## config.mk

```make
export PLATFORM = sky130hd
export DESIGN_NAME = write_unit
export DESIGN_NICKNAME = d
export VERILOG_FILES = /design/src/source/noc_pkg.sv /design/src/source/write_unit.sv
export SDC_FILE = /design/constraint.sdc
export NUM_CORES = 1
export LEC_CHECK = 0
export ABC_AREA = 1
export BUFFER_PORTS_ARGS = -buffer_cell sky130_fd_sc_hd__buf_2
export CAP_MARGIN = 25
export CELL_PAD_IN_SITES_DETAIL_PLACEMENT = 0
export CELL_PAD_IN_SITES_GLOBAL_PLACEMENT = 1
export CORE_UTILIZATION = 29
export CTS_CLUSTER_SIZE = 10
export DETAILED_ROUTE_END_ITERATION = 10
export PLACE_DENSITY = 0.92
export SLEW_MARGIN = 15
export SYNTH_ARGS = -nofsm -noshare
export SYNTH_HDL_FRONTEND = slang
export SYNTH_SLANG_ARGS = --single-unit
```

## constraint.sdc

```tcl
create_clock -name clk -period 5.05 [get_ports clk]
set_clock_uncertainty 0.2 [all_clocks]
set_input_delay 0.7575 -clock clk [delete_from_list [all_inputs] [get_ports clk]]
set_output_delay 0.7575 -clock clk [all_outputs]
set_load 0.01 [all_outputs]
```

## src/source/noc_pkg.sv

```systemverilog
package noc_pkg;

  // ~~~~~~~~~~~~~~~~~~~~~~~~~~~~~~~~~~~~~~~~~~~~~~~~~
  // basic widths
  // ~~~~~~~~~~~~~~~~~~~~~~~~~~~~~~~~~~~~~~~~~~~~~~~~~
  typedef logic [31:0] data_t;  // payload word of every flit
  typedef logic [7:0]  addr_t;  // word address into the local store
  typedef logic [3:0]  len_t;   // beat count, legal range is 1 to 15
  typedef logic [3:0]  tag_t;   // request tag echoed in the response
  typedef logic        vc_t;    // virtual channel number

  // the fourth encoding is never sent and is treated as illegal
  typedef enum logic [1:0] {
    PKT_WRITE    = 2'd0,
    PKT_READ     = 2'd1,
    PKT_RESPONSE = 2'd2
  } packet_type_t;

  typedef enum logic [1:0] {
    RESP_OK = 2'd0
  } resp_status_t;

  // ~~~~~~~~~~~~~~~~~~~~~~~~~~~~~~~~~~~~~~~~~~~~~~~~~
  // flit and header layout
  // ~~~~~~~~~~~~~~~~~~~~~~~~~~~~~~~~~~~~~~~~~~~~~~~~~

  // 37 bits on the wire, control bits above the payload
  typedef struct packed {
    logic         head;         // first flit of a packet
    logic         tail;         // last flit of a packet
    vc_t          vc;           // virtual channel the packet travels on
    packet_type_t packet_type;  // copied into every flit of the packet
    data_t        payload;      // header on a head flit, data otherwise
  } noc_flit_t;

  // payload of every head flit, status is only meaningful in responses
  typedef struct packed {
    logic [13:0]  rsvd;    // zero on the wire
    resp_status_t status;  // zero in requests
    tag_t         tag;
    len_t         len;
    addr_t        addr;    // first word of the burst
  } noc_header_t;

endpackage

```

## src/source/write_unit.sv

```systemverilog
module write_unit (
  input  logic               clk,
  input  logic               rst_n,
  input  noc_pkg::noc_flit_t req_flit,
  input  logic               req_valid,
  output logic               req_ready,
  output logic               mem_we,
  output noc_pkg::addr_t     mem_waddr,
  output noc_pkg::data_t     mem_wdata,
  output noc_pkg::noc_flit_t resp_flit,
  output logic               resp_valid,
  input  logic               resp_ready
);
  import noc_pkg::*;

  typedef enum logic [1:0] {WR_IDLE, WR_DATA, WR_RESP} wr_state_t;

  wr_state_t   state;
  noc_header_t hdr_q;
  vc_t         vc_q;
  len_t        beat;      // index of the next data beat
  logic        req_fire;
  noc_header_t resp_hdr;

  assign req_ready = (state != WR_RESP);  // stalls while the response waits
  assign req_fire  = req_valid && req_ready;

  // beat i lands at addr+i, the 8 bit sum wraps around the store
  assign mem_we    = (state == WR_DATA) && req_valid;
  assign mem_waddr = hdr_q.addr + addr_t'(beat);
  assign mem_wdata = req_flit.payload;

  assign resp_hdr   = '{rsvd: '0, status: RESP_OK, tag: hdr_q.tag, len: hdr_q.len,
                        addr: hdr_q.addr};
  assign resp_valid = (state == WR_RESP);
  assign resp_flit  = '{head: 1'b1, tail: 1'b1, vc: vc_q, packet_type: PKT_RESPONSE,
                        payload: data_t'(resp_hdr)};

  always_ff @(posedge clk) begin
    if ((state == WR_IDLE) && req_fire) begin
      hdr_q <= noc_header_t'(req_flit.payload);
      vc_q  <= req_flit.vc;  // the response goes back on the request channel
    end
  end

  always_ff @(posedge clk or negedge rst_n) begin
    if (!rst_n) begin
      state <= WR_IDLE;
      beat  <= '0;
    end else begin
      case (state)
        WR_IDLE: if (req_fire && req_flit.head) begin
          state <= req_flit.tail ? WR_RESP : WR_DATA;
          beat  <= '0;
        end
        WR_DATA: if (req_fire) begin
          beat <= beat + 1'b1;
          if (req_flit.tail) state <= WR_RESP;
        end
        WR_RESP: if (resp_ready) begin
          state <= WR_IDLE;
        end
        default: state <= WR_IDLE;
      endcase
    end
  end

endmodule

```

Word-level counts from Yosys, hierarchy flattened

Index checks and enable logic that the tools add are counted.

Flip-flop bits (word level): 23
Bits in latches: 0
Bits in writable memories: 0
Memory bits (read-only): 0
Bits of input ports: 41
Output and inout bits: 80
Logic and storage cells: 32
Memories: 0

Add/subtract/negate cells: 2
$mul: 0
Divide/modulo/power cells: 0
Order comparisons: 0
Equality and inequality tests: 7
Shifts and indexed selects: 0
Muxes and demuxes: 9
Bitwise gates (word level): 0
Reductions and logical operators: 8

Operator list:

| kind                                                                    | number |
|---|---|
| 2-bit 2-to-1 mux                                                        | 5 |
| 8-bit by 4-bit adder with 8-bit output                                  | 1 |
| 4-bit 2-to-1 mux                                                        | 2 |
| 4-bit case mux with 2 select lines                                      | 1 |
| 2-bit inequality test, second input constant                            | 3 |
| 2-bit case mux with 3 select lines                                      | 1 |
| 4-bit by 1-bit adder with 4-bit output, second input constant           | 1 |
| 1-bit logical AND                                                       | 4 |
| 2-bit by 1-bit inequality test with 1-bit output, second input constant | 2 |
| 4-bit AND reduction                                                     | 1 |
| 3-bit AND reduction                                                     | 1 |
| 2-bit by 1-bit == test with 1-bit output, second input constant         | 1 |
| 2-bit == test, second input constant                                    | 1 |
| 2-bit zero test                                                         | 1 |
| 2-bit nonzero test                                                      | 1 |

Longest topological paths before layout

Depth in word-level cells: 5
Gate-level depth with buffers: 7
Mapped depth without buffers: 7

Least setup slack after synthesis

No wires, ideal clock.

Path type: flip-flop to output port
Start point: register hdr_q (netlist bit resp_flit[0])
End point: output port mem_waddr[4]
Data arrival time: 1.439 ns
Data required time: 4.093 ns
Slack: 2.654 ns
Stages on the path, launching flop included: 6
Buffers on the path: 0
Cells stage by stage: edfxtp_1 > ha_1 > inv_1 > fa_1 > o21ai_2 > xor2_1

Cells in the longest elaborated chain, start to end: 1

RTL lines:

| element                                | line             | text |
|---|---|---|
| start: declaration                     | write_unit.sv:19 | `noc_header_t hdr_q;` |
| start signal: assignment               | write_unit.sv:41 | `hdr_q <= noc_header_t'(req_flit.payload);` |
| 8-bit by 4-bit adder with 8-bit output | write_unit.sv:30 | `assign mem_waddr = hdr_q.addr + addr_t'(beat);` |
| end: declaration                       | write_unit.sv:8  | `output noc_pkg::addr_t mem_waddr,` |

No other way between the ends.

Worst setup path after layout

Start point: register hdr_q (netlist bit resp_flit[0])
End point: output port mem_waddr[6]

The elaborated chain is that of the path after synthesis.

==> summary.md <==
| Metric | Value |
|---|---|
| Pint | `0.000372 W` |
| Pleak | `0.825 nW` |
| Worst Path Required | `4.09 ns` |
| Die height | `73.4 um` |
| Final min period | `2.78 ns` |
| Initial drt markers | `15` |
| Total Negative Setup Slacks | `0 ns` |
| Slowest library cell on the worst path | `fa_1` |
| Post-synth EDFFs | `17` |
| Initial antenna violation count | `0` |
| Wire length of the first global-routing pass | `3560 um` |
| Fin. Hold Viols | `0` |
| Top-count cell post-synth | `buf_4` |
| WS Path Type | `reg -> out` |
| Seq/Total Area, Yosys | `44.7%` |
| Layout net count | `235` |
| CORE AREA | `0.00482 mm^2` |
| Final worst slack | `2.27 ns` |
| Largest net degree at the start of global routing | `19` |
| Non-Filler Instances | `254` |
| CTS root buf | `clkbuf_8` |
| R2r setup slk | `3.62 ns` |
| Ys flop type | `edfxtp_1` |
| Power, Total | `0.000565 W` |
| Filler cell count | `515` |
| Peak Freq | `359 MHz` |
| Sw Pwr | `0.000192 W` |
| Post-DP HPWL | `2030 um` |
| Worst vdd ir | `0.218 mV` |
| Status | `complete, no violations` |
| Mapped Avg Cell Area | `9.79 um^2` |
| CTS buffer count | `3` |
| Share of power burned in combinational logic | `36.2%` |
| Post-route ant nets | `0` |
| Crit Path Max Fanout | `3` |
| Clock share of power | `19.1%` |
| Ratio of cells with drive above 1 in the final layout | `39.6%` |
| Sw frac | `34.1%` |
| # H-tree levels | `1` |
| Reg clk slew, reported paths | `0.07 ns` |
| Slowest stage delay, CP | `0.42 ns` |
| Port bufs | `66` |
| Crit path DAT | `1.83 ns` |
| Setup crit end kind | `primary output` |
| Most common cell on crit path | `nand2_1` |
| Total of max-cap violations | `0` |
| Yosys warns | `0` |
| Avg WL per Cell | `9.49 um` |
| Layout area overhead | `9.22%` |
| DR pass1 iterations | `3` |
| Leading area contributor after synthesis | `edfxtp_1` |
| Drt drc | `0` |
| Die ar. | `0.00539 mm^2` |
| I/O pin cnt | `121` |
| Die width | `73.4 um` |
| Sequential Power Share | `44.7%` |
| Final period util | `55.1%` |
| FP Rows | `25` |
| Synthesized area | `0.00148 mm^2` |
| Post-synth top cells | `buf_4 (53), nand2_1 (22), edfxtp_1 (17), inv_1 (12)` |
| Cells after synthesis | `151` |
| Drt total wl | `2410 um` |
| Synth top area cells | `edfxtp_1 (35%), buf_4 (27%), dfrtp_1 (10%), nand2_1 (5.6%), ha_1 (4.2%)` |
| Initial Utilization | `30.7%` |
| Min-Delay Path Class | `in -> async` |
| Post-CTS Setup Inserts | `0` |
| All-Layer GR Usage | `8.69%` |
| Power Density | `350 mW/mm^2` |
| Routed vias | `964` |
| Clock Path Buffers | `2` |
| Antenna Cells | `0` |
| Unique masters post-synth | `22` |
| # hold bufs at CTS | `0` |
| GPL Wtd Cong | `0.719` |
| RSZ-0062 raised after global routing | `no` |
| Number of synthesized register bits | `23` |
| CP startpoint kind | `flip-flop` |
| # setup viols final | `0` |
| # clock sinks | `23` |
| CTS tree | `yes` |
| Avg Vias per Cell | `3.80` |
| Worst-Skew Late Latency | `0.25 ns` |
| Post-synth ARST share | `26.1%` |
| Placed cell count | `250` |
| Critical-path cell list | `ha_1 -> inv_1 -> fa_1 -> o21ai_2 -> nand2_1 -> nand2_1 -> nand2_1 -> buf_2` |
| Worst slack at placement | `2.52 ns` |
| Top-area cell type share of the netlist area | `34.5%` |
| GR Overflow Total | `0` |
| Post-CTS Resized | `0` |
| Fin. max-slew vios | `0` |
| Vias in the first global route | `844` |
routing by layer:
layer  routed length, um  share of wire [%]  up-vias  global-route usage (%)
met4                  20               0.83        0                    3.85
met3                 141                5.8        2                    1.78
met2                1310                 55       46                    16.4
li1                    -                  -      483                       -
met1                 934                 39      433                    9.29
met5                   0                  0        -                       0
worst paths after layout:
check | startpoint | to | cells after the start
worst max-delay path | resp_flit[0]$_DFFE_PP_ | mem_waddr[6] | 8
worst min-delay path | rst_n | state[1]$_DFFE_PN0P_ | 1
worst max register to register | state[1]$_DFFE_PN0P_ | resp_flit[13]$_DFFE_PP_ | 4
worst min register to register | state[1]$_DFFE_PN0P_ | state[0]$_DFFE_PN0P_ | 1
max in group asynchronous | rst_n | state[0]$_DFFE_PN0P_ | 1
min in group clk | state[1]$_DFFE_PN0P_ | state[0]$_DFFE_PN0P_ | 1
placed cells by master (no fill, tap or decap):
cell type / Yosys / layout
inv_1: 12 / 12
dfrtp_1: 6 / 6
buf_4: 53 / 1
clkbuf_8: 0 / 3
nor2_4: 2 / 2
nand2_1: 22 / 22
edfxtp_1: 17 / 17
nand2_4: 1 / 1
a211oi_1: 1 / 1
clkbuf_1: 0 / 1
nand3_1: 6 / 6
xnor2_1: 3 / 3
nor3_1: 1 / 1
buf_2: 0 / 66
conb_1: 2 / 20
nor2_1: 6 / 6
or2_1: 1 / 1
xor2_1: 1 / 1
o21ai_2: 1 / 1
fa_1: 1 / 1
nand4_1: 1 / 1
nand3b_1: 1 / 1
o21ai_0: 4 / 4
a21oi_1: 4 / 4
ha_1: 5 / 5
per-stage QoR:
step                instance area, um^2  utilization, %  hold slack, ns
floorplan                          1550               -           0.210
global placement                   1570            32.6           0.215
detailed placement                 1570            32.6           0.222
CTS                                1620            33.5           0.113
global route                       1620            33.5           0.109
finish                             1620            33.5           0.118
worst max-delay path: cells and delay by family, from the launching register on:
family | cells | cell delay (ns)
AOI/OAI and AO/OA | 1 | 0.22
adders and majority gates | 2 | 0.61
buffers and inverters | 2 | 0.19
DFF | 1 | 0.38
and+or+nand+nor | 3 | 0.18
state kept, by name (all words and copies together), names as in the netlist:
name	count
state	2
vc_q	1
beat	4
resp_flit	16
power by group through the flow:
stage	clock network (W)	registers (W)	logic, W
after CTS	0.000113	0.000253	0.000210
final	0.000108	0.000252	0.000204
after floorplan	0	0.000259	0.000159
after global routing	0.000118	0.000257	0.000230
after detailed placement	0	0.000257	0.000209
after global placement	0	0.000255	0.000206
logic make-up after synthesis:
family	after synthesis	synth area share, %
other	2	0.508
XOR/XNOR	4	2.37
flip-flops	23	44.7
AO/OA/AOI/OAI	10	3.81
buffers and inverters	65	29.9
AND/OR/NAND/NOR	41	13.1
adder cells (fa/ha/maj)	6	5.58
layout make-up:
cell class | instances | area (um^2) | share of cell area (%)
multi-input cells | 81 | 443 | 27.4
repair buffers | 67 | 338 | 20.9
flip-flops and latches | 23 | 661 | 40.9
well taps | 67 | 83.8 | 5.19
inverters | 12 | 45.0 | 2.79
clock buffers | 4 | 45.0 | 2.79
Power figures use the tool's default switching activity.
