==> src/source/noc_pkg.sv <==
package noc_pkg;

  // ~~~~~~~~~~~~~~~~~~~~~~~~~~~~~~~~~~~~~~~~~~~~~~~~~
  // basic widths
  // ~~~~~~~~~~~~~~~~~~~~~~~~~~~~~~~~~~~~~~~~~~~~~~~~~
  typedef logic [31:0] data_t;  // payload word of every flit
  typedef logic [7:0]  addr_t;  // word address into the local store
  typedef logic [3:0]  len_t;   // beat count, legal range is 1 to 15
  typedef logic [3:0]  tag_t;   // request tag echoed in the response
  typedef logic        vc_t;    // virtual channel number

  // the fourth encoding is never sent and is treated as illegal
  typedef enum logic [1:0] {
    PKT_WRITE    = 2'd0,
    PKT_READ     = 2'd1,
    PKT_RESPONSE = 2'd2
  } packet_type_t;

  typedef enum logic [1:0] {
    RESP_OK = 2'd0
  } resp_status_t;

  // ~~~~~~~~~~~~~~~~~~~~~~~~~~~~~~~~~~~~~~~~~~~~~~~~~
  // flit and header layout
  // ~~~~~~~~~~~~~~~~~~~~~~~~~~~~~~~~~~~~~~~~~~~~~~~~~

  // 37 bits on the wire, control bits above the payload
  typedef struct packed {
    logic         head;         // first flit of a packet
    logic         tail;         // last flit of a packet
    vc_t          vc;           // virtual channel the packet travels on
    packet_type_t packet_type;  // copied into every flit of the packet
    data_t        payload;      // header on a head flit, data otherwise
  } noc_flit_t;

  // payload of every head flit, status is only meaningful in responses
  typedef struct packed {
    logic [13:0]  rsvd;    // zero on the wire
    resp_status_t status;  // zero in requests
    tag_t         tag;
    len_t         len;
    addr_t        addr;    // first word of the burst
  } noc_header_t;

endpackage

==> src/source/read_unit.sv <==
module read_unit (
  input  logic               clk,
  input  logic               rst_n,
  input  noc_pkg::noc_flit_t req_flit,
  input  logic               req_valid,
  output logic               req_ready,
  output noc_pkg::addr_t     mem_raddr,
  input  noc_pkg::data_t     mem_rdata,
  output noc_pkg::noc_flit_t resp_flit,
  output logic               resp_valid,
  input  logic               resp_ready
);
  import noc_pkg::*;

  typedef enum logic [1:0] {RD_IDLE, RD_HEAD, RD_FETCH, RD_BEAT} rd_state_t;

  rd_state_t   state;
  noc_header_t hdr_q;
  vc_t         vc_q;
  len_t        beat;       // index of the beat being fetched or sent
  logic        last_beat;

  assign req_ready = (state == RD_IDLE);  // one read in flight at a time
  assign last_beat = (beat == hdr_q.len - 1'b1);

  // the address stays put through RD_BEAT so a stalled beat keeps its word
  assign mem_raddr = hdr_q.addr + addr_t'(beat);

  // ~~~~~~~~~~~~~~~~~~~~~~~~~~~~~~~~~~~~~~~~~~~~~~~~~
  // response stream
  // ~~~~~~~~~~~~~~~~~~~~~~~~~~~~~~~~~~~~~~~~~~~~~~~~~
  assign resp_valid = (state == RD_HEAD) || (state == RD_BEAT);

  always_comb begin
    resp_flit.head        = (state == RD_HEAD);
    resp_flit.tail        = (state == RD_BEAT) && last_beat;
    resp_flit.vc          = vc_q;
    resp_flit.packet_type = PKT_RESPONSE;
    resp_flit.payload     = (state == RD_HEAD) ? data_t'(hdr_q) : mem_rdata;  // echo header
  end

  always_ff @(posedge clk) begin
    if (req_valid && req_ready) begin
      hdr_q <= noc_header_t'(req_flit.payload);
      vc_q  <= req_flit.vc;
    end
  end

  always_ff @(posedge clk or negedge rst_n) begin
    if (!rst_n) begin
      state <= RD_IDLE;
      beat  <= '0;
    end else begin
      case (state)
        RD_IDLE: if (req_valid && req_flit.head) begin
          state <= RD_HEAD;
        end
        RD_HEAD: if (resp_ready) begin
          state <= RD_FETCH;
          beat  <= '0;
        end
        RD_FETCH: state <= RD_BEAT;  // one cycle of store latency
        RD_BEAT: if (resp_ready) begin
          if (last_beat) begin
            state <= RD_IDLE;
          end else begin
            state <= RD_FETCH;
            beat  <= beat + 1'b1;
          end
        end
        default: state <= RD_IDLE;
      endcase
    end
  end

endmodule

==> config.mk <==
export PLATFORM = sky130hd
export DESIGN_NAME = read_unit
export DESIGN_NICKNAME = d
export VERILOG_FILES = /design/src/source/noc_pkg.sv /design/src/source/read_unit.sv
export SDC_FILE = /design/constraint.sdc
export NUM_CORES = 1
export LEC_CHECK = 0
export BUFFER_PORTS_ARGS = -buffer_cell sky130_fd_sc_hd__buf_2
export CAP_MARGIN = 10
export CELL_PAD_IN_SITES_DETAIL_PLACEMENT = 0
export CELL_PAD_IN_SITES_GLOBAL_PLACEMENT = 1
export CORE_MARGIN = 2
export CORE_UTILIZATION = 29
export CTS_CLUSTER_DIAMETER = 40
export DETAILED_ROUTE_END_ITERATION = 16
export GPL_ROUTABILITY_DRIVEN = 0
export PLACE_DENSITY = 0.82
export SYNTH_ARGS = -nofsm -noshare
export SYNTH_HDL_FRONTEND = slang
export SYNTH_SLANG_ARGS = --single-unit
==> constraint.sdc <==
create_clock -name clk -period 2 [get_ports clk]
set_clock_uncertainty 0.1 [all_clocks]
set_input_delay 0.2 -clock clk [delete_from_list [all_inputs] [get_ports clk]]
set_output_delay 0.2 -clock clk [all_outputs]
set_load 0.02 [all_outputs]
-- Word level (Yosys, flattened, before mapping)
Index checks and enable logic that the tools add are counted.
- multiplexer cells: 10
- div/mod/pow operators: 0
- reduce and logical (&&, ||, !) cells: 8
- equality and inequality tests: 8
- bitwise logic cells: 0
- order comparisons: 0
- multipliers: 0
- shifts and indexed selects: 0
- add/subtract/negate cells: 3
- operators by type and width (cell ; number):
    32-bit two-way mux ; 1
    4-bit two-way mux ; 3
    8-bit by 4-bit adder with 8-bit output ; 1
    2-bit two-way mux ; 4
    2-bit case mux with 4 select lines ; 1
    4-bit case mux with 2 select lines ; 1
    4-bit by 1-bit adder with 4-bit output (second input constant) ; 1
    2-bit equality test (second input constant) ; 2
    4-bit equality test ; 1
    2-bit by 1-bit != test with 1-bit output (second input constant) ; 2
    2-bit != test (second input constant) ; 2
    4-bit AND reduction ; 1
    4-bit by 1-bit subtractor with 4-bit output (second input constant) ; 1
    1-bit logical AND ; 3
    3-bit AND reduction ; 1
    2-bit by 1-bit equality test with 1-bit output (second input constant) ; 1
    2-bit logical NOT ; 1
    2-bit nonzero test ; 1
    1-bit logical OR ; 1
- bits in latches: 0
- memories: 0
- memory bits (writable): 0
- word-level logic and storage cells: 37
- bits in read-only memories: 0
- input port bits: 73
- register bits after elaboration: 39

-- Logic depth before layout (Yosys ltp)
- depth in word-level cells: 5
- gate-level depth with buffers: 7

-- Least setup slack after synthesis
Ideal clock, no wire load.
- path kind: flip-flop to flip-flop
- start point: register state[1]
- end point: register hdr_q[0] in the netlist's numbering, enable pin
- period minus slack after synthesis: 2280 ps
- path slack: -280 ps
- library setup time: 393 ps
- buffers on the path: 1
- stages on the path, launching flop included: 4
- arrival time: 1787 ps
- cells stage by stage: dfrtp_1 -> clkbuf_1 -> nor2_1 -> and2_1
- word-level cells in the longest chain between the ends: 2
- RTL lines (item ; line ; source):
    start: declaration ; read_unit.sv:17 ; rd_state_t state;
    start signal: assignment ; read_unit.sv:51 ; state <= RD_IDLE;
    start signal: assignment ; read_unit.sv:56 ; state <= RD_HEAD;
    start signal: assignment ; read_unit.sv:59 ; state <= RD_FETCH;
    2-bit logical NOT ; read_unit.sv:23 ; assign req_ready = (state == RD_IDLE);
    net req_ready ; read_unit.sv:6 ; output logic req_ready,
    1-bit logical AND ; read_unit.sv:43 ; if (req_valid && req_ready) begin
    end signal: assignment ; read_unit.sv:44 ; hdr_q <= noc_header_t'(req_flit.payload);
    end: declaration ; read_unit.sv:18 ; noc_header_t hdr_q;
The timed path passes the listed nets, and every way through them passes these cells.
A chain may end at the register's enable or synchronous reset.

==> results <==
- Once placement finished, the instance area stood at 2820 µm².
- The clock net in this run drives a total of 39 sinks.
- The DRC violation count after routing is 0.
- The net count after synthesis is 230.
- For met1 alone, demand over resource in global routing was 15.2%.
- The global router's overall resource usage is 13.6%.
- In this run, CTS created clock tree buffers numbering 5.
- The pre-antenna-repair detailed-routing pass consisted of 4 iterations.
- The clock tree synthesis step divided the H-tree into 2 levels.
- The max-slew violation total from the final report is 0.
- The number of buffers and inverters on the critical path is 2.
- The final non-filler cell area is 3390 µm².
- Entering global routing, the biggest net connects 23 pins.
- The count of nets left with antenna violations once routing finished came out at 0.
- The top cell family by delay on the critical path is simple AND/OR/NAND/NOR gates.
- The number of hold violations in the final report is 0.
- The share of the synthesized area in the top cell type is 48.7%.
- Detailed placement finished with a half-perimeter wire length of 3680 µm.
- IR analysis of the VDD net gives a maximum drop of 0.362 mV.
- In this run the power density over the cells is 927 nW/µm².
- From bottom edge to top edge, the die measures 87.7 µm.
- The sort of element at the end of the critical path is a primary output.
- The arrival time at the worst endpoint is 1900 ps.
- The leakage power figure is 1.50 nW.
- By area the synthesized netlist is led by sky130_fd_sc_hd__edfxtp_1 49%, sky130_fd_sc_hd__mux2_2 18%, sky130_fd_sc_hd__dfrtp_1 7.4%, sky130_fd_sc_hd__ha_1 3.7%, sky130_fd_sc_hd__xnor2_1 2.6%.
- Traced cell by cell, the critical path runs through inv_1 > ha_1 > xor3_1 > or4_4 > nor2_4 > buf_6.
- Counting buffers and inverters, the worst setup path is 6 cells deep.
- The worst stage delay on the critical path is 550 ps.
- The I/O pin total is 120.
- The library cell used most frequently in the layout, excluding fill and tap cells, is sky130_fd_sc_hd__buf_2.
- In this run the worst hold path is classified as in2reg.
- The category of the critical setup timing path is reg2out.
- The final-report setup violation count is 10.
- The starting density of the core is 29.9%.
- The post-synthesis sequential element count is 39.
- The synthesis warning total is 0.
- In the global route stage, met3 resource usage came out at 3.86%.
- Max-cap violations in this run came to 0.
- For this run, the register share of the synthesized area comes to 56.1%.
- The area of the core is 6790 µm².
- The number of global-route vias before repair is 1784.
- The initial antenna violation count is 0.
- The smallest hold slack is 50.7 ps.
- 0 antenna diodes ended up in the layout.
- STA classifies the critical path startpoint as a register.
- The share of the core filled with cells is 49.9%.
- The layer flagged by global routing as most heavily used is met2.
- Using the TritonRoute via totals, the vias-per-cell ratio works out to 4.29.
- The die covers 7700 µm².
- The depth of the worst register-to-register path is 7.
- Setup repair after global routing could not meet its margin everywhere.
- After layout, the worst setup slack is -201 ps.
- The post-synthesis cell type count is 32.
- After clock tree synthesis, the clock-pin slew on the worst setup and hold paths is 70 ps.
- After synthesis the cells add up to 2030 µm².
- The detailed router's first-iteration violation count is 36.
- CTS placed an instance of sky130_fd_sc_hd__clkbuf_8 at the clock tree root.
- Synthesis produced a netlist whose cell count is 150.
- The total via count in the routed design is 1772.
- The checks that failed: negative setup slack.
- The clock period minus worst slack is 2200 ps.
- At the pin with the least slew margin, the transition time is 531 ps.
- The worst register-to-register path begins at hdr_q[9]$_DFFE_PP_.
- The number of nets in the layout is 397.
- The share of the cycle needed by the critical path after routing is 110%.
- Compared with the post-synthesis result, the final layout area differs by 66.6%.
- The worst pin sits at a relative slew slack of 64.3%.
- The horizontal die dimension is 87.7 µm.
- Dividing the detail-routed wire length by the instance count gives 12.5 µm.
- Counting along the longest clock path gives a buffer depth of 2.
- The most critical setup path has its startpoint at hdr_q[9]$_DFFE_PP_.
- Along the worst path, the maximum fanout reaches 2.
- The routed wire length is 5180 µm.
- The setup check on the worst reg-to-reg path leaves a slack of -160 ps.
- The total overflow left after global routing is 0.
- The flow ran to the end, but the final reports show violations.
- Static timing analysis puts the maximum clock frequency at 0.454 GHz.
- The endpoint of the most critical register-to-register path is beat[3]$_DFFE_PN0P_.
- The largest individual stage delay along the critical path comes from the cell sky130_fd_sc_hd__or4_4.
- The library cells used most frequently in the layout, excluding fill and tap cells, are 107 x sky130_fd_sc_hd__buf_2, 34 x sky130_fd_sc_hd__dlygate4sd3_1, 33 x sky130_fd_sc_hd__edfxtp_1.
- The share of final-layout standard cells stronger than drive strength 1 is 60.6%.
- The required time at the endpoint of the critical path is 1700 ps.
- The most critical setup path has its endpoint at resp_flit[35].
- The number of core rows is 30.
- TritonCTS built the clock tree.
- The clock insertion delay at the later pin of the skew report is 280 ps.
- The met2 layer usage reported by global route is 24.9%.
- The cell taking the most area after synthesis is sky130_fd_sc_hd__edfxtp_1.
- The mean instance size in the synthesized netlist is 13.6 µm².
- Adding up every negative setup slack in the final design gives -1380 ps.
- Input and output buffers added on the ports amount to 114.
- The first-pass GRT wire length is 8090 µm.
sequential cells by signal, indices dropped and copies added (netlist names):
signal  flops
state       2
vc_q        1
beat        4
hdr_q      32
worst min path at each step:
stage / from / endpoint / slack, ps / cells past startpoint
5_1_grt: resp_ready / state[1]$_DFFE_PN0P_ / 80 / 3
3_5_place_dp: rst_n / state[1]$_DFFE_PN0P_ / -70 / 1
4_1_cts: req_flit[36] / state[0]$_DFFE_PN0P_ / 50 / 3
2_1_floorplan: rst_n / beat[0]$_DFFE_PN0P_ / -200 / 0
3_3_place_gp: rst_n / state[1]$_DFFE_PN0P_ / -70 / 1
6_report: req_flit[36] / state[0]$_DFFE_PN0P_ / 50 / 3
cell families after synthesis:
logic type / share of synthesized area (%)
AO/OA/AOI/OAI: 5.42
multiplexers: 18.2
AND/OR/NAND/NOR: 6.09
XOR/XNOR: 5.05
other: 0.369
adder cells (fa/ha/maj): 4.68
flip-flops: 56.1
buffers and inverters: 4.06
cells in the mapped netlist (all sizes together):
cell / count
edfxtp: 33
mux2: 32
inv: 9
clkbuf: 7
nand2: 7
dfrtp: 6
ha: 6
xnor2: 6
a21oi: 4
nand3: 4
buf: 3
nor2: 3
o211ai: 3
xor2: 3
and2: 2
conb: 2
nand2b: 2
nor2b: 2
nor3: 2
o21ai: 2
or4: 2
a21o: 1
a2bb2oi: 1
a32o: 1
fa: 1
mux2i: 1
o21a: 1
o221ai: 1
o22ai: 1
o2bb2ai: 1
xor3: 1
per-stage QoR:
| stage | std cells | setup WS (ps) | power (mW) |
|---|---|---|---|
| floorplan | 150 | -14.4 | 1.93 |
| CTS | 410 | -220 | 3.10 |
| global route | 413 | -322 | 3.34 |
| global placement | 364 | 3.68 | 2.39 |
| finish | 413 | -201 | 3.14 |
| detailed placement | 364 | -51.3 | 2.41 |
tightest hold or removal path: stages:
cell	delay, ps
sky130_fd_sc_hd__buf_2	90
sky130_fd_sc_hd__nand2_1	50
sky130_fd_sc_hd__a21oi_1	60
where the power goes:
| part | leakage (nW) | switching (mW) | internal, mW |
|---|---|---|---|
| clock | 0.0414 | 0.262 | 0.232 |
| sequential | 0.366 | 0.0611 | 0.966 |
| combinational | 1.10 | 0.795 | 0.826 |
| total | 1.50 | 1.12 | 2.02 |
metal layers:
metal  share of wire, %  vias to the layer above  wire [µm]
met3                7.4                        4        382
met5                  0                        -          0
met4               0.79                        0         41
met2                 53                       67       2750
li1                   -                      871          -
met1                 39                      830       2010
area by class of cell:
type / instances / area, µm²
flip-flops and latches: 39 / 1140
multi-input cells: 92 / 885
well taps: 96 / 120
clock inverters: 2 / 8.76
fillers: 591 / 3410
inverters: 9 / 33.8
clock buffers: 5 / 68.8
repair buffers: 170 / 1130
repair_timing:
item,CTS,global route
setup endpoints to repair,20,38
pin swaps,10,5
setup buffers,5,3
resized for setup,19,8
hold endpoints to repair,39,0
hold buffers,34,0
No activity file was read; power rests on OpenSTA's default activity.
