<file path="config.mk">
export PLATFORM = sky130hd
export DESIGN_NAME = write_read_demux
export DESIGN_NICKNAME = d
export VERILOG_FILES = /design/src/source/noc_pkg.sv /design/src/source/flit_fifo.sv /design/src/source/vc_arbiter.sv /design/src/source/write_read_demux.sv
export SDC_FILE = /design/constraint.sdc
export NUM_CORES = 1
export LEC_CHECK = 0
export CORE_AREA = 4 4 208 109
export DETAILED_ROUTE_END_ITERATION = 6
export DIE_AREA = 0 0 212 113
export DONT_BUFFER_PORTS = 1
export PLACE_DENSITY_LB_ADDON = 0.12
export SLEW_MARGIN = 20
export SYNTH_ARGS = -nofsm -noshare
export SYNTH_HDL_FRONTEND = slang
export SYNTH_SLANG_ARGS = --single-unit
</file>
<file path="constraint.sdc">
create_clock -name clk -period 5.4 [get_ports clk]
set_input_delay 1.08 -clock clk [delete_from_list [all_inputs] [get_ports clk]]
set_output_delay 1.08 -clock clk [all_outputs]
set_load 0.01 [all_outputs]
</file>
<file path="src/source/noc_pkg.sv">
package noc_pkg;

  // ~~~~~~~~~~~~~~~~~~~~~~~~~~~~~~~~~~~~~~~~~~~~~~~~~
  // basic widths
  // ~~~~~~~~~~~~~~~~~~~~~~~~~~~~~~~~~~~~~~~~~~~~~~~~~
  typedef logic [31:0] data_t;  // payload word of every flit
  typedef logic [7:0]  addr_t;  // word address into the local store
  typedef logic [3:0]  len_t;   // beat count, legal range is 1 to 15
  typedef logic [3:0]  tag_t;   // request tag echoed in the response
  typedef logic        vc_t;    // virtual channel number

  // the fourth encoding is never sent and is treated as illegal
  typedef enum logic [1:0] {
    PKT_WRITE    = 2'd0,
    PKT_READ     = 2'd1,
    PKT_RESPONSE = 2'd2
  } packet_type_t;

  typedef enum logic [1:0] {
    RESP_OK = 2'd0
  } resp_status_t;

  // ~~~~~~~~~~~~~~~~~~~~~~~~~~~~~~~~~~~~~~~~~~~~~~~~~
  // flit and header layout
  // ~~~~~~~~~~~~~~~~~~~~~~~~~~~~~~~~~~~~~~~~~~~~~~~~~

  // 37 bits on the wire, control bits above the payload
  typedef struct packed {
    logic         head;         // first flit of a packet
    logic         tail;         // last flit of a packet
    vc_t          vc;           // virtual channel the packet travels on
    packet_type_t packet_type;  // copied into every flit of the packet
    data_t        payload;      // header on a head flit, data otherwise
  } noc_flit_t;

  // payload of every head flit, status is only meaningful in responses
  typedef struct packed {
    logic [13:0]  rsvd;    // zero on the wire
    resp_status_t status;  // zero in requests
    tag_t         tag;
    len_t         len;
    addr_t        addr;    // first word of the burst
  } noc_header_t;

endpackage

</file>
<file path="src/source/flit_fifo.sv">
module flit_fifo #(
  parameter int FIFO_DEPTH = 4
)(
  input  logic               clk,
  input  logic               rst_n,
  input  noc_pkg::noc_flit_t in_flit,
  input  logic               in_valid,
  output logic               in_ready,
  output noc_pkg::noc_flit_t out_flit,
  output logic               out_valid,
  input  logic               out_ready
);
  import noc_pkg::*;

  localparam int PTR_W = (FIFO_DEPTH > 1) ? $clog2(FIFO_DEPTH) : 1;
  localparam int CNT_W = $clog2(FIFO_DEPTH + 1);

  noc_flit_t        mem [FIFO_DEPTH];
  logic [PTR_W-1:0] wr_ptr;
  logic [PTR_W-1:0] rd_ptr;
  logic [CNT_W-1:0] count;
  logic             push;
  logic             pop;

  // pointers wrap at the depth, which need not be a power of two
  function automatic logic [PTR_W-1:0] ptr_inc(input logic [PTR_W-1:0] ptr);
    return (ptr == PTR_W'(FIFO_DEPTH - 1)) ? '0 : ptr + 1'b1;
  endfunction

  assign in_ready  = (count != CNT_W'(FIFO_DEPTH));
  assign out_valid = (count != '0);
  assign out_flit  = mem[rd_ptr];  // oldest entry sits at the read pointer
  assign push      = in_valid && in_ready;
  assign pop       = out_valid && out_ready;

  always_ff @(posedge clk) begin
    if (push) begin
      mem[wr_ptr] <= in_flit;
    end
  end

  always_ff @(posedge clk or negedge rst_n) begin
    if (!rst_n) begin
      wr_ptr <= '0;
      rd_ptr <= '0;
      count  <= '0;
    end else begin
      if (push) wr_ptr <= ptr_inc(wr_ptr);
      if (pop) rd_ptr <= ptr_inc(rd_ptr);
      case ({push, pop})
        2'b10:   count <= count + 1'b1;
        2'b01:   count <= count - 1'b1;
        default: count <= count;  // both or neither leaves the level alone
      endcase
    end
  end

endmodule

</file>
<file path="src/source/vc_arbiter.sv">
module vc_arbiter #(
  parameter int CHANNELS = 2
)(
  input  logic                clk,
  input  logic                rst_n,
  input  noc_pkg::noc_flit_t  req_flit [CHANNELS],
  input  logic [CHANNELS-1:0] req_valid,
  output logic [CHANNELS-1:0] req_ready,
  output noc_pkg::noc_flit_t  grant_flit,
  output logic                grant_valid,
  input  logic                grant_ready
);

  localparam int IDX_W = (CHANNELS > 1) ? $clog2(CHANNELS) : 1;

  logic             locked;     // a packet owns the output
  logic [IDX_W-1:0] lock_idx;
  logic [IDX_W-1:0] last_idx;   // winner of the previous packet
  logic [IDX_W-1:0] rr_pick;
  logic [IDX_W-1:0] grant_idx;

  // scan downwards so the nearest channel after the last winner is kept
  always_comb begin
    rr_pick = last_idx;
    for (int k = CHANNELS; k >= 1; k--) begin
      if (req_valid[(int'(last_idx) + k) % CHANNELS]) begin
        rr_pick = IDX_W'((int'(last_idx) + k) % CHANNELS);
      end
    end
  end

  assign grant_idx   = locked ? lock_idx : rr_pick;
  assign grant_flit  = req_flit[grant_idx];
  assign grant_valid = req_valid[grant_idx];

  always_comb begin
    req_ready            = '0;
    req_ready[grant_idx] = grant_ready;  // only the granted channel sees ready
  end

  // the grant is frozen while a flit waits, and released by the tail transfer
  always_ff @(posedge clk or negedge rst_n) begin
    if (!rst_n) begin
      locked   <= 1'b0;
      lock_idx <= '0;
      last_idx <= IDX_W'(CHANNELS - 1);  // channel 0 wins first
    end else if (grant_valid) begin
      if (grant_ready && grant_flit.tail) begin
        locked   <= 1'b0;
        last_idx <= grant_idx;
      end else begin
        locked   <= 1'b1;
        lock_idx <= grant_idx;
      end
    end
  end

endmodule

</file>
<file path="src/source/write_read_demux.sv">
module write_read_demux #(
  parameter int CHANNELS   = 2,
  parameter int FIFO_DEPTH = 4
)(
  input  logic               clk,
  input  logic               rst_n,
  input  noc_pkg::noc_flit_t flit_in,
  input  logic               flit_in_valid,
  output logic               flit_in_ready,
  output noc_pkg::noc_flit_t write_flit,
  output logic               write_valid,
  input  logic               write_ready,
  output noc_pkg::noc_flit_t read_flit,
  output logic               read_valid,
  input  logic               read_ready
);
  import noc_pkg::*;

  typedef enum logic [1:0] {ROUTE_NONE, ROUTE_WRITE, ROUTE_READ} route_t;

  noc_flit_t           fifo_flit [CHANNELS];
  logic [CHANNELS-1:0] fifo_in_valid;
  logic [CHANNELS-1:0] fifo_in_ready;
  logic [CHANNELS-1:0] fifo_valid;
  logic [CHANNELS-1:0] fifo_ready;
  logic [CHANNELS-1:0] wr_valid;
  logic [CHANNELS-1:0] wr_ready;
  logic [CHANNELS-1:0] rd_valid;
  logic [CHANNELS-1:0] rd_ready;

  function automatic route_t route_of(input packet_type_t packet_type);
    case (packet_type)
      PKT_WRITE: return ROUTE_WRITE;
      PKT_READ:  return ROUTE_READ;
      default:   return ROUTE_NONE;
    endcase
  endfunction

  assign flit_in_ready = fifo_in_ready[flit_in.vc];  // back-pressure per channel

  // ~~~~~~~~~~~~~~~~~~~~~~~~~~~~~~~~~~~~~~~~~~~~~~~~~
  // per channel FIFO and routing
  // ~~~~~~~~~~~~~~~~~~~~~~~~~~~~~~~~~~~~~~~~~~~~~~~~~
  for (genvar i = 0; i < CHANNELS; i++) begin : g_channel
    logic   start_of_packet;
    route_t route_q;
    route_t route_cur;

    assign fifo_in_valid[i] = flit_in_valid && (int'(flit_in.vc) == i);

    flit_fifo #(
      .FIFO_DEPTH (FIFO_DEPTH)
    ) u_fifo (
      .clk       (clk),
      .rst_n     (rst_n),
      .in_flit   (flit_in),
      .in_valid  (fifo_in_valid[i]),
      .in_ready  (fifo_in_ready[i]),
      .out_flit  (fifo_flit[i]),
      .out_valid (fifo_valid[i]),
      .out_ready (fifo_ready[i])
    );

    assign start_of_packet = fifo_valid[i] && fifo_flit[i].head;
    assign route_cur = start_of_packet ? route_of(fifo_flit[i].packet_type) : route_q;

    always_ff @(posedge clk or negedge rst_n) begin
      if (!rst_n) begin
        route_q <= ROUTE_NONE;
      end else if (start_of_packet) begin
        route_q <= route_cur;  // held until the next head flit
      end
    end

    assign wr_valid[i]   = fifo_valid[i] && (route_cur == ROUTE_WRITE);
    assign rd_valid[i]   = fifo_valid[i] && (route_cur == ROUTE_READ);
    assign fifo_ready[i] = (route_cur == ROUTE_WRITE) ? wr_ready[i]
                         : (route_cur == ROUTE_READ)  ? rd_ready[i] : 1'b1;  // drop the rest
  end

  // ~~~~~~~~~~~~~~~~~~~~~~~~~~~~~~~~~~~~~~~~~~~~~~~~~
  // one arbiter per direction
  // ~~~~~~~~~~~~~~~~~~~~~~~~~~~~~~~~~~~~~~~~~~~~~~~~~
  vc_arbiter #(
    .CHANNELS (CHANNELS)
  ) u_write_arbiter (
    .clk         (clk),
    .rst_n       (rst_n),
    .req_flit    (fifo_flit),
    .req_valid   (wr_valid),
    .req_ready   (wr_ready),
    .grant_flit  (write_flit),
    .grant_valid (write_valid),
    .grant_ready (write_ready)
  );

  vc_arbiter #(
    .CHANNELS (CHANNELS)
  ) u_read_arbiter (
    .clk         (clk),
    .rst_n       (rst_n),
    .req_flit    (fifo_flit),
    .req_valid   (rd_valid),
    .req_ready   (rd_ready),
    .grant_flit  (read_flit),
    .grant_valid (read_valid),
    .grant_ready (read_ready)
  );

endmodule

</file>
Word level (Yosys, flattened, before mapping)
Memories as Yosys holds them, arrays and structs flattened.
Index checks and enable logic that the tools add are counted.
Word-level totals
  bits in registers: 24
  latch bits: 0
  RAM bits: 296
  memory bits (read-only): 0
  bits of input ports: 42
  output and inout bits: 77
  word-level logic and storage cells: 146
  memories: 2
Operators by class
  add/sub/neg operators: 12
  multipliers: 0
  divide/modulo/power cells: 0
  $lt $le $gt $ge: 11
  eq/ne operators: 16
  shifts and indexed selects: 0
  muxes and demuxes: 54
  bitwise gates (word level): 11
  reduce and logical (&&, ||, !) cells: 26
Memory list
  g_channel[0].u_fifo.mem: words 4, bits a word 37, read ports 1, clocked after memory_dff 0, wr ports 1, line flit_fifo.sv:18  | noc_flit_t mem [FIFO_DEPTH];
  g_channel[1].u_fifo.mem: words 4, bits a word 37, read ports 1, clocked after memory_dff 0, wr ports 1, line flit_fifo.sv:18
Operators with widths (number)
  $mux 37: 6
  $mux 1: 36
  $eq 2x2->1 const B: 8
  $logic_and 1x1->1: 16
  $eq 2x1->1 const B: 6
  $lt 2x3->1 const B: 4
  $mux 2: 6
  $pmux 3 s2: 2
  $add 2x1->2 const B: 4
  $pmux 2 s2: 2
  $reduce_and 2->1: 4
  $add 3x1->3 const B: 2
  $lt 1x2->1 const B: 3
  $ne 3x3->1 const B: 2
  $reduce_bool 3->1: 2
  $sub 3x1->3 const B: 2
  $add 1x1->1 const B: 4
  $and 1x1->1 const A: 4
  $and 2x2->2: 2
  $ge 2x2->1 const B: 2
  $logic_not 2->1: 2
  $not 1->2: 2
  $reduce_bool 2->1: 2
  $not 1->1: 3
  2 further kinds: 4

Depth between registers and ports, before layout
An unclocked memory read counts as a cell.
  depth after elaboration: 22
  depth in mapped cells: 13

Cells and area by module
A second synthesis with hierarchy kept.
Unflattened totals
  cell total of the unflattened synthesis: 636
  area total of the unflattened synthesis: 13385.3 µm²
Modules (own cells, without submodules)
  flit_fifo: times used 2, cells each 233, area an instance 5779.3 µm²
  vc_arbiter: times used 2, cells each 69, area an instance 760.7 µm²
  write_read_demux: times used 1, cells each 32, area an instance 305.3 µm²

Worst setup path after synthesis
No wires, ideal clock.
  path type: flip-flop to output port
  start: register g_channel[0].u_fifo.rd_ptr[0]
  end: output port write_flit[29] in the netlist's numbering
  arrival: 2.716 ns
  data required time: 4.320 ns
  path slack: 1.604 ns
  cell stages (with the launch flop): 9
  cell sequence: dfrtp_1 -> buf_6 -> mux4_2 -> or4b_4 -> a22o_2 -> o21ai_2 -> buf_6 -> buf_6 -> mux2_1
RTL lines
  start: declaration: line flit_fifo.sv:20  | logic [PTR_W-1:0] rd_ptr;
  start signal: assignment: line flit_fifo.sv:49  | if (pop) rd_ptr <= ptr_inc(rd_ptr);
  end: declaration: line write_read_demux.sv:10  | output noc_pkg::noc_flit_t write_flit,

==> results.sh <==
export IMPL_status="finished clean"
export IMPL_start_util_pct=63.18
export IMPL_area_growth_pct=8.744
export IMPL_critPathBufInv=1
export IMPL_whs_ns=0.2345
export IMPL_routabilityCongestion=0.8561
export IMPL_crit_chain="mux4_2 -> nor2b_1 -> a41oi_1 -> a21o_2 -> buf_12 -> mux2_2"
export IMPL_swShare_pct=34.46
export IMPL_p_leak_nw=4.753
export IMPL_synthAdderAreaFrac_pct=1.429
export IMPL_fin_skew_ns=0.01125
export IMPL_std_cell_rows=38
export IMPL_hold_viol_final=0
export IMPL_place_hpwl_um=16500
export IMPL_layout_min_cycle_time_ns=4.822
export IMPL_ant_nets=0
export IMPL_yosysSeqAreaShare_pct=71.32
export IMPL_grt_util_all_layers_pct=23.61
export IMPL_clkTransAtPathRegs_ns=0.07
export IMPL_fin_crit_sh_pct=89.29
export IMPL_synth_edff_count=296
export IMPL_first_global_vias=6794
export IMPL_ys_flop_type="edfxtp_1"
export IMPL_pin_count=119
export IMPL_antenna_found_initial=0
export IMPL_post_cts_setup_buffers=0
export IMPL_p_int_mw=5.683
export IMPL_drv_cap=0
export IMPL_viasPerCell=6.680
export IMPL_cts_tree="yes"
export IMPL_cp_top_family="multiplexers"
export IMPL_root_buffer="clkbuf_16"
export IMPL_crit_path_start="g_channel[1].u_fifo.rd_ptr[0]"
export IMPL_drv_slew=0
export IMPL_cp_start_kind="flip-flop"
export IMPL_slew_limit_headroom_pct=29.18
export IMPL_finalPower_mw=8.671
export IMPL_grt_pass1_wl_um=42150
export IMPL_grt_max_degree=38
export IMPL_max_freq_ghz=0.2074
export IMPL_hold_class="input pin to asynchronous set/reset pin"
export IMPL_power_switching_mw=2.988
export IMPL_synth_top_family_by_area="multiplexers"
export IMPL_wire_per_inst_um=28.01
export IMPL_critPathMaxFanout=22
export IMPL_dieArea_mm2=0.02396
export IMPL_vdd_ir_drop_worst_mv=0.3096
export IMPL_final_cells=972
export IMPL_syn_instance_count=665
export IMPL_drive_gt1_share_pct=30.64
export IMPL_drt_pass1_iter_count=5
export IMPL_r2r_cells=12
export IMPL_critPathKind="flip-flop to output pin"
export IMPL_power_density_mw_per_mm2=599.2
export IMPL_p_comb_share_pct=40.0
export IMPL_required_ns=4.32
export IMPL_layout_nets=728
export IMPL_synth_area_mm2=0.01331
export IMPL_cts_buffer_depth=3
export IMPL_cp_num_cells=6
export IMPL_cts_sinks=320
export IMPL_cts_buffers=27
export IMPL_slowest_delay_ns=0.73
export IMPL_setup_viol=0
export IMPL_wirelength_um=27220
export IMPL_arrival_ns=3.74
export IMPL_h_tree_depth=1
export IMPL_synth_mux_area_share_pct=19.69
export IMPL_rsz0062_at_grt="false"
export IMPL_rr_startpoint="g_channel[0].u_fifo.rd_ptr[0]"
export IMPL_overflow=0
export IMPL_core_area_mm2=0.02106
export IMPL_syn_area_per_cell_um2=20.01
export IMPL_portBuffers=0
export IMPL_p_clk_share_pct=22.0
export IMPL_dpl_cell_count=923
export IMPL_drtIter0Drc=587
export IMPL_diodes=0
export IMPL_seq_power_share_pct=38.0
export IMPL_syn_num_nets=721
export IMPL_fin_tns_setup_ns=0
export IMPL_synth_seq_cells=320
export IMPL_vias=6493
export IMPL_worst_path_max_delay_cell="dfrtp_2"
export IMPL_die_h_um=113
export IMPL_synth_warnings=0
export IMPL_hold_buffers=0
export IMPL_synthSimpleGateAreaFrac_pct=3.037
export IMPL_synth_xor_area_share_pct=0.3949
export IMPL_cts_resized=0
export IMPL_route_detailed_drc=0
export IMPL_synthArstFlopShare_pct=7.500
export IMPL_endpoint_kind="output pin"
export IMPL_final_util_pct=68.71
export IMPL_synth_compound_area_share_pct=2.633
export IMPL_worstMarginPinSlew_ns=1.062
export IMPL_clock_latency_ns=0.53
export IMPL_die_x_um=212
export IMPL_synth_distinct_cells=52
[registers in the layout (all words and copies together), names as in the netlist]
| signal | flops |
|---|---|
| u_read_arbiter.last_idx | 1 |
| u_write_arbiter.locked | 1 |
| g_channel.u_fifo.mem | 296 |
| g_channel.u_fifo.count | 6 |
| u_read_arbiter.locked | 1 |
| u_read_arbiter.lock_idx | 1 |
| u_write_arbiter.lock_idx | 1 |
| g_channel.route_q | 4 |
| g_channel.u_fifo.wr_ptr | 4 |
| g_channel.u_fifo.rd_ptr | 4 |
| u_write_arbiter.last_idx | 1 |
[cells in the mapped netlist, drive strengths merged (2+ instances only)]
library cell  instances  area [µm²]
a211o                 2       17.52
clkbuf               17       63.81
o211a                 2       20.02
and3b                 2       17.52
o31a                  2       17.52
nor3b                 2       15.01
or3                   6       37.54
dfrtp                22       550.5
xor2                  4       35.03
a21oi                 8       40.04
nor2b                 6       37.54
o21ai                13       68.82
o21a                  3       22.52
nor3                  4       20.02
dfstp                 2       52.55
buf                  12       78.82
ha                   12       150.1
inv                  15       56.30
nand2b                4       25.02
nor2                 16       60.06
mux2i                 3       30.03
xnor2                 2       17.52
o211ai                2       15.01
a21o                  5       37.54
fa                    2       40.04
nand3                 2       10.01
mux4                 74        1682
nand2                17       63.81
a41oi                 2       17.52
edfxtp              296        8889
a22o                  3       27.53
and2                 10       62.56
mux2                 80       908.4
[metrics by stage]
stage | setup slack [ns] | cell area (µm²)
finish | 0.5785 | 14470
floorplan | 1.605 | 13310
CTS | 0.5118 | 14470
global route | 0.3190 | 14470
detailed placement | 1.091 | 13610
global placement | 1.155 | 13600
[routing by layer]
layer	wire, µm	share of wire (%)	GRT usage (%)
met5	0	0	0
met4	404	1.5	3.884
met3	2332	8.6	6.510
met2	12370	45	35.39
met1	12120	45	36.33
[logic make-up (layout without fill, tap and decap cells)]
logic type      Yosys count  after routing
compound gates           49             49
xor+xnor                  6              6
fa+ha+maj                14             14
buf+inv                  44             71
flops                   320            320
mux                     157            157
simple gates             75             75
[power groups by stage]
stage	clock network [mW]	registers [mW]	logic, mW
after detailed placement	0	3.35	3.47
after global placement	0	3.32	3.36
after floorplan	0	3.20	2.82
after CTS	1.94	3.30	3.49
after global routing	2.06	3.33	3.72
final	1.91	3.30	3.47
[worst register-to-register path, cell delays in order (launching register included)]
cell and delay (ns):
dfrtp_2 0.67, mux4_1 0.72, or4b_4 0.57, a22o_2 0.30, o21ai_4 0.14, buf_4 0.31, o211a_1 0.32, ha_1 0.21
inv_1 0.06, fa_1 0.38, xor2_1 0.15, nor2_1 0.11, xor2_1 0.15
[cells in the final DEF, fill, tap and decap left out, drive strengths merged, types with 3 or more instances in the layout]
master	instances
edfxtp	296
mux2	80
mux4	74
clkbuf	43
dfrtp	22
nand2	17
nor2	16
inv	15
o21ai	13
ha	12
and2	10
a21oi	8
buf	7
nor2b	6
or3	6
a21o	5
nor3	4
nand2b	4
xor2	4
o21a	3
mux2i	3
clkinv	3
a22o	3
[path summary, 6_finish.rpt]
path	end	slack (ns)
worst min register to register	g_channel[1].route_q[0]	0.49
worst min-delay path	u_read_arbiter.lock_idx	0.23
max in group asynchronous	u_write_arbiter.last_idx	4.97
min in group clk	g_channel[1].route_q[0]	0.49
worst max-delay path	read_flit[24]	0.58
worst max register to register	g_channel[0].u_fifo.count[2]	1.26
[final cells by class]
class,count,area [µm²]
clock buffer,43,775.7
clock inverter,6,82.58
fill,1306,6591
inverter,15,56.30
multi-input combinational,301,3645
sequential,320,9497
tap,280,350.3
timing repair buffer,7,65.06
Power figures use the tool's default switching activity.
